$ cat src/logic/lsu_pkg.sv
// Memory/writeback package: shared types, load-word union and APB structs
package lsu_pkg;

  // Data path width
  localparam int XLEN = 32;

  // paddr field width; ADDR_WIDTH of the port never exceeds this
  localparam int APB_ADDR_MAX = 32;

  // Access width code, funct3 of the load and store opcodes
  typedef enum logic [2:0] {
    lb  = 3'b000,
    lh  = 3'b001,
    lw  = 3'b010,
    lbu = 3'b100,
    lhu = 3'b101
  } mem_funct3_e;

  // Stores share the code points of the signed loads
  localparam mem_funct3_e sb = lb;
  localparam mem_funct3_e sh = lh;
  localparam mem_funct3_e sw = lw;

  // Writeback source select
  typedef enum logic {
    func_out  = 1'b0,
    mem_rdata = 1'b1
  } wb_sel_e;

  typedef struct packed {
    logic        mem_read;
    logic        mem_write;
    mem_funct3_e funct3;
  } mem_ctrl_t;

  // Stage word from the memory stage
  typedef struct packed {
    logic            valid;
    mem_ctrl_t       mem_ctrl;
    wb_sel_e         wb_sel;
    logic            regf_we;
    logic [4:0]      rd_addr;
    logic [XLEN-1:0] func_out;
    logic [XLEN-1:0] store_data;
    logic [XLEN-1:0] pc;
    logic [XLEN-1:0] inst;
  } mem_stage_t;

  // Bus read word, seen as bytes or as half-words
  typedef union packed {
    logic [XLEN-1:0]  word;
    logic [3:0][7:0]  bytes;
    logic [1:0][15:0] halves;
  } load_word_u;

  typedef struct packed {
    logic                    psel;
    logic                    penable;
    logic                    pwrite;
    logic [APB_ADDR_MAX-1:0] paddr;
    logic [XLEN-1:0]         pwdata;
    logic [3:0]              pstrb;
  } apb_req_t;

  typedef struct packed {
    logic [XLEN-1:0] prdata;
    logic            pready;
  } apb_rsp_t;

  // Retirement record, RVFI style
  typedef struct packed {
    logic            valid;
    logic [63:0]     order;
    logic [XLEN-1:0] inst;
    logic [XLEN-1:0] pc;
    logic [4:0]      rd_addr;
    logic [XLEN-1:0] rd_wdata;
    logic [XLEN-1:0] mem_addr;
    logic [3:0]      mem_rmask;
    logic [3:0]      mem_wmask;
    logic [XLEN-1:0] mem_rdata;
    logic [XLEN-1:0] mem_wdata;
    logic            trap;
  } retire_t;

endpackage : lsu_pkg
$ cat src/logic/lsu_wb_top.sv
`timescale 1ns/1ps
// Memory and writeback top: APB data port, load formatter and writeback
module lsu_wb_top
  import lsu_pkg::*;
#(
  parameter int ADDR_WIDTH = 16
) (
  input  logic            clk,
  input  logic            rst,
  input  mem_stage_t      i_mem_stage,
  input  apb_rsp_t        i_apb,
  output apb_req_t        o_apb,
  output logic            o_stall,
  output logic            o_regf_we,
  output logic [4:0]      o_rd_addr,
  output logic [XLEN-1:0] o_write_data,
  output retire_t         o_retire
);

  mem_stage_t      hold;
  logic            done;
  logic            misaligned;
  logic [XLEN-1:0] rdata_raw;
  logic [XLEN-1:0] load_data;

  dmem_port #(
    .ADDR_WIDTH(ADDR_WIDTH)
  ) u_dmem_port (
    .clk         (clk),
    .rst         (rst),
    .i_mem_stage (i_mem_stage),
    .i_apb       (i_apb),
    .o_apb       (o_apb),
    .o_hold      (hold),
    .o_done      (done),
    .o_rdata_raw (rdata_raw),
    .o_misaligned(misaligned),
    .o_stall     (o_stall)
  );

  load_extend u_load_extend (
    .i_funct3   (hold.mem_ctrl.funct3),
    .i_addr_lo  (hold.func_out[1:0]),
    .i_rdata_raw(rdata_raw),
    .o_load_data(load_data)
  );

  // Store strobes double as the retirement write mask
  wb_stage u_wb_stage (
    .clk         (clk),
    .rst         (rst),
    .i_hold      (hold),
    .i_done      (done),
    .i_misaligned(misaligned),
    .i_load_data (load_data),
    .i_rdata_raw (rdata_raw),
    .i_wmask     (o_apb.pstrb),
    .o_regf_we   (o_regf_we),
    .o_rd_addr   (o_rd_addr),
    .o_write_data(o_write_data),
    .o_retire    (o_retire)
  );

endmodule : lsu_wb_top

$ cat src/logic/wb_stage.sv
`timescale 1ns/1ps
// Writeback stage: register write selection and retirement record latch
module wb_stage
  import lsu_pkg::*;
(
  input  logic            clk,
  input  logic            rst,
  input  mem_stage_t      i_hold,
  input  logic            i_done,
  input  logic            i_misaligned,
  input  logic [XLEN-1:0] i_load_data,
  input  logic [XLEN-1:0] i_rdata_raw,
  input  logic [3:0]      i_wmask,
  output logic            o_regf_we,
  output logic [4:0]      o_rd_addr,
  output logic [XLEN-1:0] o_write_data,
  output retire_t         o_retire
);

  logic [63:0]     order_q;
  logic            is_load;
  logic            is_mem;
  logic [1:0]      addr_lo;
  logic [3:0]      rmask;
  logic [XLEN-1:0] wdata_lane;

  assign addr_lo = i_hold.func_out[1:0];
  assign is_load = i_hold.mem_ctrl.mem_read && !i_misaligned;
  assign is_mem  = i_hold.mem_ctrl.mem_read || i_hold.mem_ctrl.mem_write;

  // Register file write port
  assign o_regf_we    = i_done && i_hold.regf_we && !i_misaligned;
  assign o_rd_addr    = i_hold.rd_addr;
  assign o_write_data = (i_hold.wb_sel == func_out) ? i_hold.func_out : i_load_data;

  // Bytes touched by a load
  always_comb begin
    rmask = 4'b0000;
    if (is_load) begin
      case (i_hold.mem_ctrl.funct3)
        lb, lbu: rmask = 4'b0001 << addr_lo;
        lh, lhu: rmask = 4'b0011 << addr_lo;
        default: rmask = 4'b1111;
      endcase
    end
  end

  // Store data as it sits on the bus lanes
  assign wdata_lane = (|i_wmask) ? (i_hold.store_data << {addr_lo, 3'b000}) : '0;

  always_ff @(posedge clk, posedge rst) begin
    if (rst) begin
      o_retire <= '0;
      order_q  <= '0;
    end else begin
      o_retire.valid <= i_done;
      if (i_done) begin
        order_q            <= order_q + 64'd1;
        o_retire.order     <= order_q;
        o_retire.inst      <= i_hold.inst;
        o_retire.pc        <= i_hold.pc;
        o_retire.rd_addr   <= o_regf_we ? i_hold.rd_addr : 5'd0;
        o_retire.rd_wdata  <= o_regf_we ? o_write_data : '0;
        o_retire.mem_addr  <= is_mem ? i_hold.func_out : '0;
        o_retire.mem_rmask <= rmask;
        o_retire.mem_wmask <= i_wmask;
        o_retire.mem_rdata <= is_load ? i_rdata_raw : '0;
        o_retire.mem_wdata <= wdata_lane;
        o_retire.trap      <= i_misaligned;
      end
    end
  end

endmodule : wb_stage

$ cat src/logic/load_extend.sv
`timescale 1ns/1ps
// Load formatter: lane select and sign or zero extension of bus read data
module load_extend
  import lsu_pkg::*;
(
  input  mem_funct3_e     i_funct3,
  input  logic [1:0]      i_addr_lo,
  input  logic [XLEN-1:0] i_rdata_raw,
  output logic [XLEN-1:0] o_load_data
);

  load_word_u  raw;
  logic [7:0]  lane_byte;
  logic [15:0] lane_half;

  assign raw.word = i_rdata_raw;

  // Byte lane from both address bits, half-word lane from bit 1 only
  assign lane_byte = raw.bytes[i_addr_lo];
  assign lane_half = raw.halves[i_addr_lo[1]];

  always_comb begin
    case (i_funct3)
      lb:      o_load_data = {{24{lane_byte[7]}}, lane_byte};
      lbu:     o_load_data = {24'd0, lane_byte};
      lh:      o_load_data = {{16{lane_half[15]}}, lane_half};
      lhu:     o_load_data = {16'd0, lane_half};
      // Whole word for lw and the unused codes
      default: o_load_data = raw.word;
    endcase
  end

endmodule : load_extend

$ cat src/logic/dmem_port.sv
`timescale 1ns/1ps
// Data memory port: holds the current instruction and runs its APB transfer
module dmem_port
  import lsu_pkg::*;
#(
  parameter int ADDR_WIDTH = 16
) (
  input  logic            clk,
  input  logic            rst,
  input  mem_stage_t      i_mem_stage,
  input  apb_rsp_t        i_apb,
  output apb_req_t        o_apb,
  output mem_stage_t      o_hold,
  output logic            o_done,
  output logic [XLEN-1:0] o_rdata_raw,
  output logic            o_misaligned,
  output logic            o_stall
);

  typedef enum logic [1:0] {IDLE, SETUP, ACCESS} state_e;

  state_e     state_q, state_d;
  logic       hold_valid;
  mem_stage_t hold_q;
  logic       start;
  logic       bus_op;
  logic [1:0] addr_lo;
  logic [3:0] lane_mask;

  // Half-words need even addresses, words need a multiple of four
  function automatic logic is_misaligned(mem_funct3_e f3, logic [1:0] lo);
    logic bad;
    case (f3)
      lh, lhu: bad = lo[0];
      lw:      bad = |lo;
      default: bad = 1'b0;
    endcase
    return bad;
  endfunction

  function automatic logic is_mem(mem_ctrl_t ctrl);
    return ctrl.mem_read | ctrl.mem_write;
  endfunction

  // Stalled through SETUP and every ACCESS cycle that is not the last
  assign o_stall = (state_q == SETUP) || (state_q == ACCESS && !i_apb.pready);

  assign start = i_mem_stage.valid && !o_stall && is_mem(i_mem_stage.mem_ctrl) &&
                 !is_misaligned(i_mem_stage.mem_ctrl.funct3, i_mem_stage.func_out[1:0]);

  always_comb begin
    state_d = state_q;
    case (state_q)
      IDLE:    if (start) state_d = SETUP;
      SETUP:   state_d = ACCESS;
      ACCESS:  if (i_apb.pready) state_d = start ? SETUP : IDLE;
      default: state_d = IDLE;
    endcase
  end

  always_ff @(posedge clk, posedge rst) begin
    if (rst) begin
      state_q    <= IDLE;
      hold_valid <= 1'b0;
    end else begin
      state_q <= state_d;
      if (!o_stall) hold_valid <= i_mem_stage.valid;
    end
  end

  // Instruction payload, loaded whenever the stage can advance
  always_ff @(posedge clk) begin
    if (!o_stall) hold_q <= i_mem_stage;
  end

  always_comb begin
    o_hold       = hold_q;
    o_hold.valid = hold_valid;
  end

  assign addr_lo      = hold_q.func_out[1:0];
  assign o_misaligned = hold_valid && is_mem(hold_q.mem_ctrl) &&
                        is_misaligned(hold_q.mem_ctrl.funct3, addr_lo);
  assign bus_op       = hold_valid && is_mem(hold_q.mem_ctrl) && !o_misaligned;

  // ALU and trapped ops finish at once, bus ops on the pready edge
  assign o_done      = hold_valid && (!bus_op || (state_q == ACCESS && i_apb.pready));
  assign o_rdata_raw = i_apb.prdata;

  // Byte strobes for the store width at its lane
  always_comb begin
    case (hold_q.mem_ctrl.funct3)
      sb:      lane_mask = 4'b0001 << addr_lo;
      sh:      lane_mask = 4'b0011 << addr_lo;
      sw:      lane_mask = 4'b1111;
      default: lane_mask = 4'b0000;
    endcase
  end

  always_comb begin
    o_apb.psel    = (state_q != IDLE);
    o_apb.penable = (state_q == ACCESS);
    o_apb.pwrite  = hold_q.mem_ctrl.mem_write;
    o_apb.paddr   = APB_ADDR_MAX'(hold_q.func_out[ADDR_WIDTH-1:0]);
    // Store data moved up to its byte lane
    o_apb.pwdata  = hold_q.store_data << {addr_lo, 3'b000};
    o_apb.pstrb   = (bus_op && hold_q.mem_ctrl.mem_write) ? lane_mask : 4'b0000;
  end

endmodule : dmem_port

$ cat config.mk
export PLATFORM = sky130hd
export DESIGN_NAME = lsu_wb_top
export DESIGN_NICKNAME = d
export VERILOG_FILES = /design/src/logic/lsu_pkg.sv /design/src/logic/lsu_wb_top.sv /design/src/logic/wb_stage.sv /design/src/logic/load_extend.sv /design/src/logic/dmem_port.sv
export SDC_FILE = /design/constraint.sdc
export NUM_CORES = 1
export LEC_CHECK = 0
export ABC_AREA = 1
export BUFFER_PORTS_ARGS = -buffer_cell sky130_fd_sc_hd__buf_2
export CAP_MARGIN = 20
export CORE_AREA = 2 2 221 223
export CTS_BUF_LIST = sky130_fd_sc_hd__clkbuf_16
export DETAILED_ROUTE_END_ITERATION = 6
export DIE_AREA = 0 0 223 225
export HOLD_SLACK_MARGIN = 0.05
export PLACE_DENSITY = 0.8
export SLEW_MARGIN = 25
export SYNTH_ARGS = -nofsm -noshare
export SYNTH_HDL_FRONTEND = slang
export SYNTH_SLANG_ARGS = --single-unit
$ cat constraint.sdc
create_clock -name clk -period 23.2 [get_ports clk]
set_input_delay 2.32 -clock clk [delete_from_list [all_inputs] [get_ports clk]]
set_output_delay 2.32 -clock clk [all_outputs]
set_load 0.1 [all_outputs]
### After elaboration in Yosys (flattened, before gate mapping)

Cells that the tools add are included.

| storage, ports and cells | value |
|---|---|
| bits in registers | 478 |
| bits of input ports | 176 |
| output and inout bits | 381 |
| word-level logic and storage cells | 96 |

| operators by class | value |
|---|---|
| $add $sub $neg | 1 |
| $lt $le $gt $ge | 2 |
| eq/ne operators | 11 |
| shifts and indexed selects | 3 |
| muxes and demuxes | 21 |
| bitwise gates (word level) | 2 |
| reductions and logical operators | 31 |

Operator list:

| kind | number |
|---|---|
| 32-bit two-way mux | 5 |
| 32-bit one-hot mux with 4 select lines | 1 |
| 64-bit by 1-bit adder with 64-bit output, second input constant | 1 |
| 16-bit two-way mux | 2 |
| 32-bit by 5-bit left shift with 32-bit output | 1 |
| 8-bit binary-select mux with 2-bit select | 1 |
| 1-bit logical AND | 13 |
| 4-bit one-hot mux with 3 select lines | 1 |
| 2-bit OR reduction | 5 |
| 3-bit == test, second input constant | 3 |
| 4-bit two-way mux | 2 |
| 8-bit two-way mux | 1 |
| 4-bit one-hot mux with 2 select lines | 1 |
| 3-bit by 1-bit == test with 1-bit output, second input constant | 2 |
| 3-bit by 2-bit == test with 1-bit output, second input constant | 2 |
| 2-bit one-hot mux with 3 select lines | 1 |
| 1-bit logical NOT | 5 |
| 5-bit two-way mux | 1 |
| 2-bit two-way mux | 2 |
| 1-bit one-hot mux with 2 select lines | 2 |
| 4-bit OR reduction | 1 |
| 1-bit by 2-bit left shift with 4-bit output, first input constant | 1 |
| 2-bit by 2-bit left shift with 4-bit output, first input constant | 1 |
| 3-bit logical NOT | 1 |
| other kinds (12) | 15 |

### Logic depth before layout (Yosys ltp)

| logic depth | value |
|---|---|
| depth after elaboration | 12 |
| mapped depth | 15 |
| mapped depth without buffers | 11 |

### Hierarchy

Synthesis repeated with hierarchy kept, for this count alone.

| second synthesis, totals | value |
|---|---|
| cells, all modules | 2145 |
| area, all modules | 20970.1 um2 |

Modules (own cells, without submodules):

| module | instances | cells each | area an instance (um2) | sequential area each (um2) |
|---|---|---|---|---|
| wb_stage | 1 | 1623 | 14587.7 | 8383.0 |
| dmem_port | 1 | 353 | 5510.3 | 4279.1 |
| load_extend | 1 | 169 | 872.1 | 0.0 |

### Worst setup path before layout

Ideal clock, no wire load.

| timing path | value |
|---|---|
| path kind | input port to flip-flop |
| from | input i_apb[0] (netlist bit) |
| to | register u_dmem_port.hold_q (netlist bit u_dmem_port.o_apb[36]) (enable) |
| library setup time | 0.757 ns |
| arrival | 6.930 ns |
| required time | 22.443 ns |
| slack | 15.513 ns |
| stages on the path | 4 |
| buffers on the path | 0 |
| cells stage by stage | inv_1 nand2_1 o21ai_0 inv_1 |

| between the ends | value |
|---|---|
| longest elaborated chain between the ends | 3 |

Ends and longest elaborated chain:

| what | RTL line | RTL |
|---|---|---|
| start, declared | lsu_wb_top.sv:11 | `input apb_rsp_t i_apb,` |
| 1-bit logical NOT | dmem_port.sv:46 | `assign o_stall = (state_q == SETUP) \|\| (state_q == ACCESS && !i_apb.pready);` |
| 1-bit logical AND | dmem_port.sv:46 |  |
| 1-bit logical OR | dmem_port.sv:46 |  |
| net o_stall | lsu_wb_top.sv:13 | `output logic o_stall,` |
| end signal, assigned | dmem_port.sv:73 | `if (!o_stall) hold_q <= i_mem_stage;` |
| end, declared | dmem_port.sv:24 | `mem_stage_t hold_q;` |

The timed path passes the listed nets, and every way through them passes these cells.
A chain may end at the register's enable or synchronous reset.

### Final worst setup path

| timing path | value |
|---|---|
| from | input i_apb[0] (netlist bit) |
| to | output o_regf_we |

| between the ends | value |
|---|---|
| longest elaborated chain between the ends | 5 |

Ends and longest elaborated chain:

| what | RTL line | RTL |
|---|---|---|
| 1-bit logical AND | dmem_port.sv:87 | `assign o_done = hold_valid && (!bus_op \|\| (state_q == ACCESS && i_apb.pready));` |
| 1-bit logical OR | dmem_port.sv:87 |  |
| 1-bit logical AND | dmem_port.sv:87 |  |
| 1-bit logical AND (2 in a row) | wb_stage.sv:32 | `assign o_regf_we = i_done && i_hold.regf_we && !i_misaligned;` |
| end, declared | lsu_wb_top.sv:14 | `output logic o_regf_we,` |

No other way between the ends.

==> results.toml <==
[sta]
finalHoldViolCount = 0
post-route-period-util_pct = 28.8
setup_viol = 0
rsz0062_at_grt = "false"
max_freq_mhz = 150
worst_slew_pin_slew_ps = 1020
drv_slew = 0
period_needed_ps = 6680
clock_skew_ps = 17.3
holdWs_ps = 436
fin_ws_ps = 16520
slew_headroom_pct = 31.7
setup_tns_ps = 0

[clock_tree]
numCtsBuffers = 51
clk_latency_ps = 590
cts_tree = "done"
hold_buffers = 0
cts_sinks = 478
root_buffer = "clkbuf_16"
cts_max_level = 2
cts.repair.resized = 0
clockBufferDepth = 3
post_cts_buffers = 0
cts.clk_slew.worst_paths_ps = 60

[grt]
grtUsageTotal_pct = 26.1
overflow = 0
grt_pass1_vias = 17500
grt_pass1_wl_um = 101000
antenna_found_initial = 7
grt_max_degree = 231

[logic_synthesis]
syn_inst = 2459
yosysWarnings = 0
synth-edff-count = 140
avgSynthCellArea_sq_um = 8.68
ys.flop_type = "dfrtp_1"
synth_area_sq_mm = 0.0213
synth.distinct_cells = 38
async_flop_share_pct = 70.7
synth-seq-cells = 478
ys_seq_area_share_pct = 59.4

[route]
dr.pass1.iters = 6
drc = 0
drt_iter0_markers = 1695
ant_nets = 0
drt_wl_total_um = 66600
via_per_inst = 5.14
post_drt_wl_per_cell_um = 18.5
dr_total_vias = 18500

[critical_path]
startpoint_type = "input port"
crit_arrival_ps = 4360
critPathCaptureType = "output pin"
critPathKind = "in -> out"
cp.required_ps = 20880
r2r-start = "u_dmem_port.o_apb[37]"
critPathMaxFanout = 96
crit_path_start = "i_apb[0]"

[placed_design]
dp_cells = 3495
dp_slack_ps = 16550
dp_hpwl_um = 46700
place_congestion = 0.976
port_buffers = 540

[cells_and_area]
final_cell_mix = "nand2_1, buf_2, dfrtp_1, nor2_1, inv_1"
drive_gt1_share_pct = 22.9
nFillCells = 4196
synthToLayoutAreaGrowth_pct = 22.0
final_common_cell = "nand2_1"
final_cells = 3596
nNetsFinal = 3116

[floorplan]
die_y_um = 225
std_cell_rows = 80
initial_utilization_pct = 44.9
die_x_um = 223
dieArea_sq_mm = 0.0502
num_io_pins = 557
core_area_sq_mm = 0.0475

[hold_path]
min-delay-start = "u_dmem_port.o_hold[49]"
hp-class = "reg -> reg"

[flow_run]
max-cap-violations = 0

[outcome]
status = "finished clean"
## synth_stat cells (2+ instances only)
cell type  instances  area share [%]
ha_1               5            0.29
o21ai_1           32            0.75
o211ai_1          15            0.53
nor3_1            10            0.23
nand3_1           92             2.2
or2_2             21            0.62
nand2_1          990              17
nor2_1           238             4.2
buf_1              3           0.053
nor2_4             3            0.16
nand4_1           11            0.32
buf_4             62             2.2
inv_2              3           0.053
nand2_2            3           0.088
nand3b_1           2           0.070
inv_1            167             2.9
a21oi_1           49             1.1
nor2_2             5            0.15
a31oi_1            5            0.15
dfrtp_1          338              40
clkbuf_1          30            0.53
buf_2             46             1.1
mux2i_1            5            0.23
xor2_1            29             1.2
o21ai_0          133             3.1
edfxtp_1         140              20
xnor2_1            3            0.12
buf_6              9            0.48
## registers in the layout, summed over array words and instances (netlist names)
name / count
u_dmem_port.hold_valid: 1
u_dmem_port.o_apb: 17
u_dmem_port.o_hold: 123
u_dmem_port.state_q: 2
u_wb_stage.o_retire: 271
u_wb_stage.order_q: 64
## worst paths after layout
| path | end | slack (ps) | depth (start not counted) |
|---|---|---|---|
| max | o_regf_we | 16520 | 7 |
| max in group asynchronous | u_wb_stage.o_retire[76] | 19820 | 3 |
| min in group asynchronous | u_wb_stage.order_q[25] | 1910 | 2 |
| min | u_wb_stage.o_retire[159] | 440 | 2 |
| min reg2reg | u_wb_stage.o_retire[159] | 440 | 2 |
| max reg2reg | u_wb_stage.order_q[32] | 19420 | 12 |
## worst max-delay path, stage by stage
cell and delay [ps]:
buf_2 130, nand2_1 100, nand4_4 240, nand2_8 380, nor2_4 190, buf_4 410
buf_2 520
## per-layer routing
metal	track usage (%)	share of wire [%]
met5	0	0.062
met2	40.3	45
met1	35.0	41
met4	11.5	4.3
met3	6.52	9.7
## layout make-up
type / count / area (sq um) / share of cell area (%)
flip-flops and latches: 478 / 12700 / 48.6
multi-input cells: 1675 / 7180 / 27.6
repair buffers: 558 / 2900 / 11.2
clock buffers: 52 / 1300 / 5.00
well taps: 615 / 769 / 2.96
inverters: 171 / 657 / 2.52
clock inverters: 43 / 548 / 2.11
diodes: 4 / 10.0 / 0.0385
## cells by family after synthesis
family / count (synthesis) / share of synthesized area [%]
multiplexers: 5 / 0.235
AND/OR/NAND/NOR: 1377 / 25.5
buffers and inverters: 321 / 7.33
flip-flops: 478 / 59.4
adder cells (fa/ha/maj): 5 / 0.293
AO/OA/AOI/OAI: 240 / 5.91
other: 1 / 0.0176
XOR/XNOR: 32 / 1.31
## through the flow
stage,instance area (sq um),util (%)
2_1_floorplan,21400,-
6_report,26000,54.7
3_5_place_dp,24100,50.7
5_1_grt,26000,54.7
4_1_cts,26000,54.6
3_3_place_gp,24100,50.7
Power is left out: the tool's default activity adds up to more than one toggle a clock period on the data nets, which glitch-free logic cannot reach.
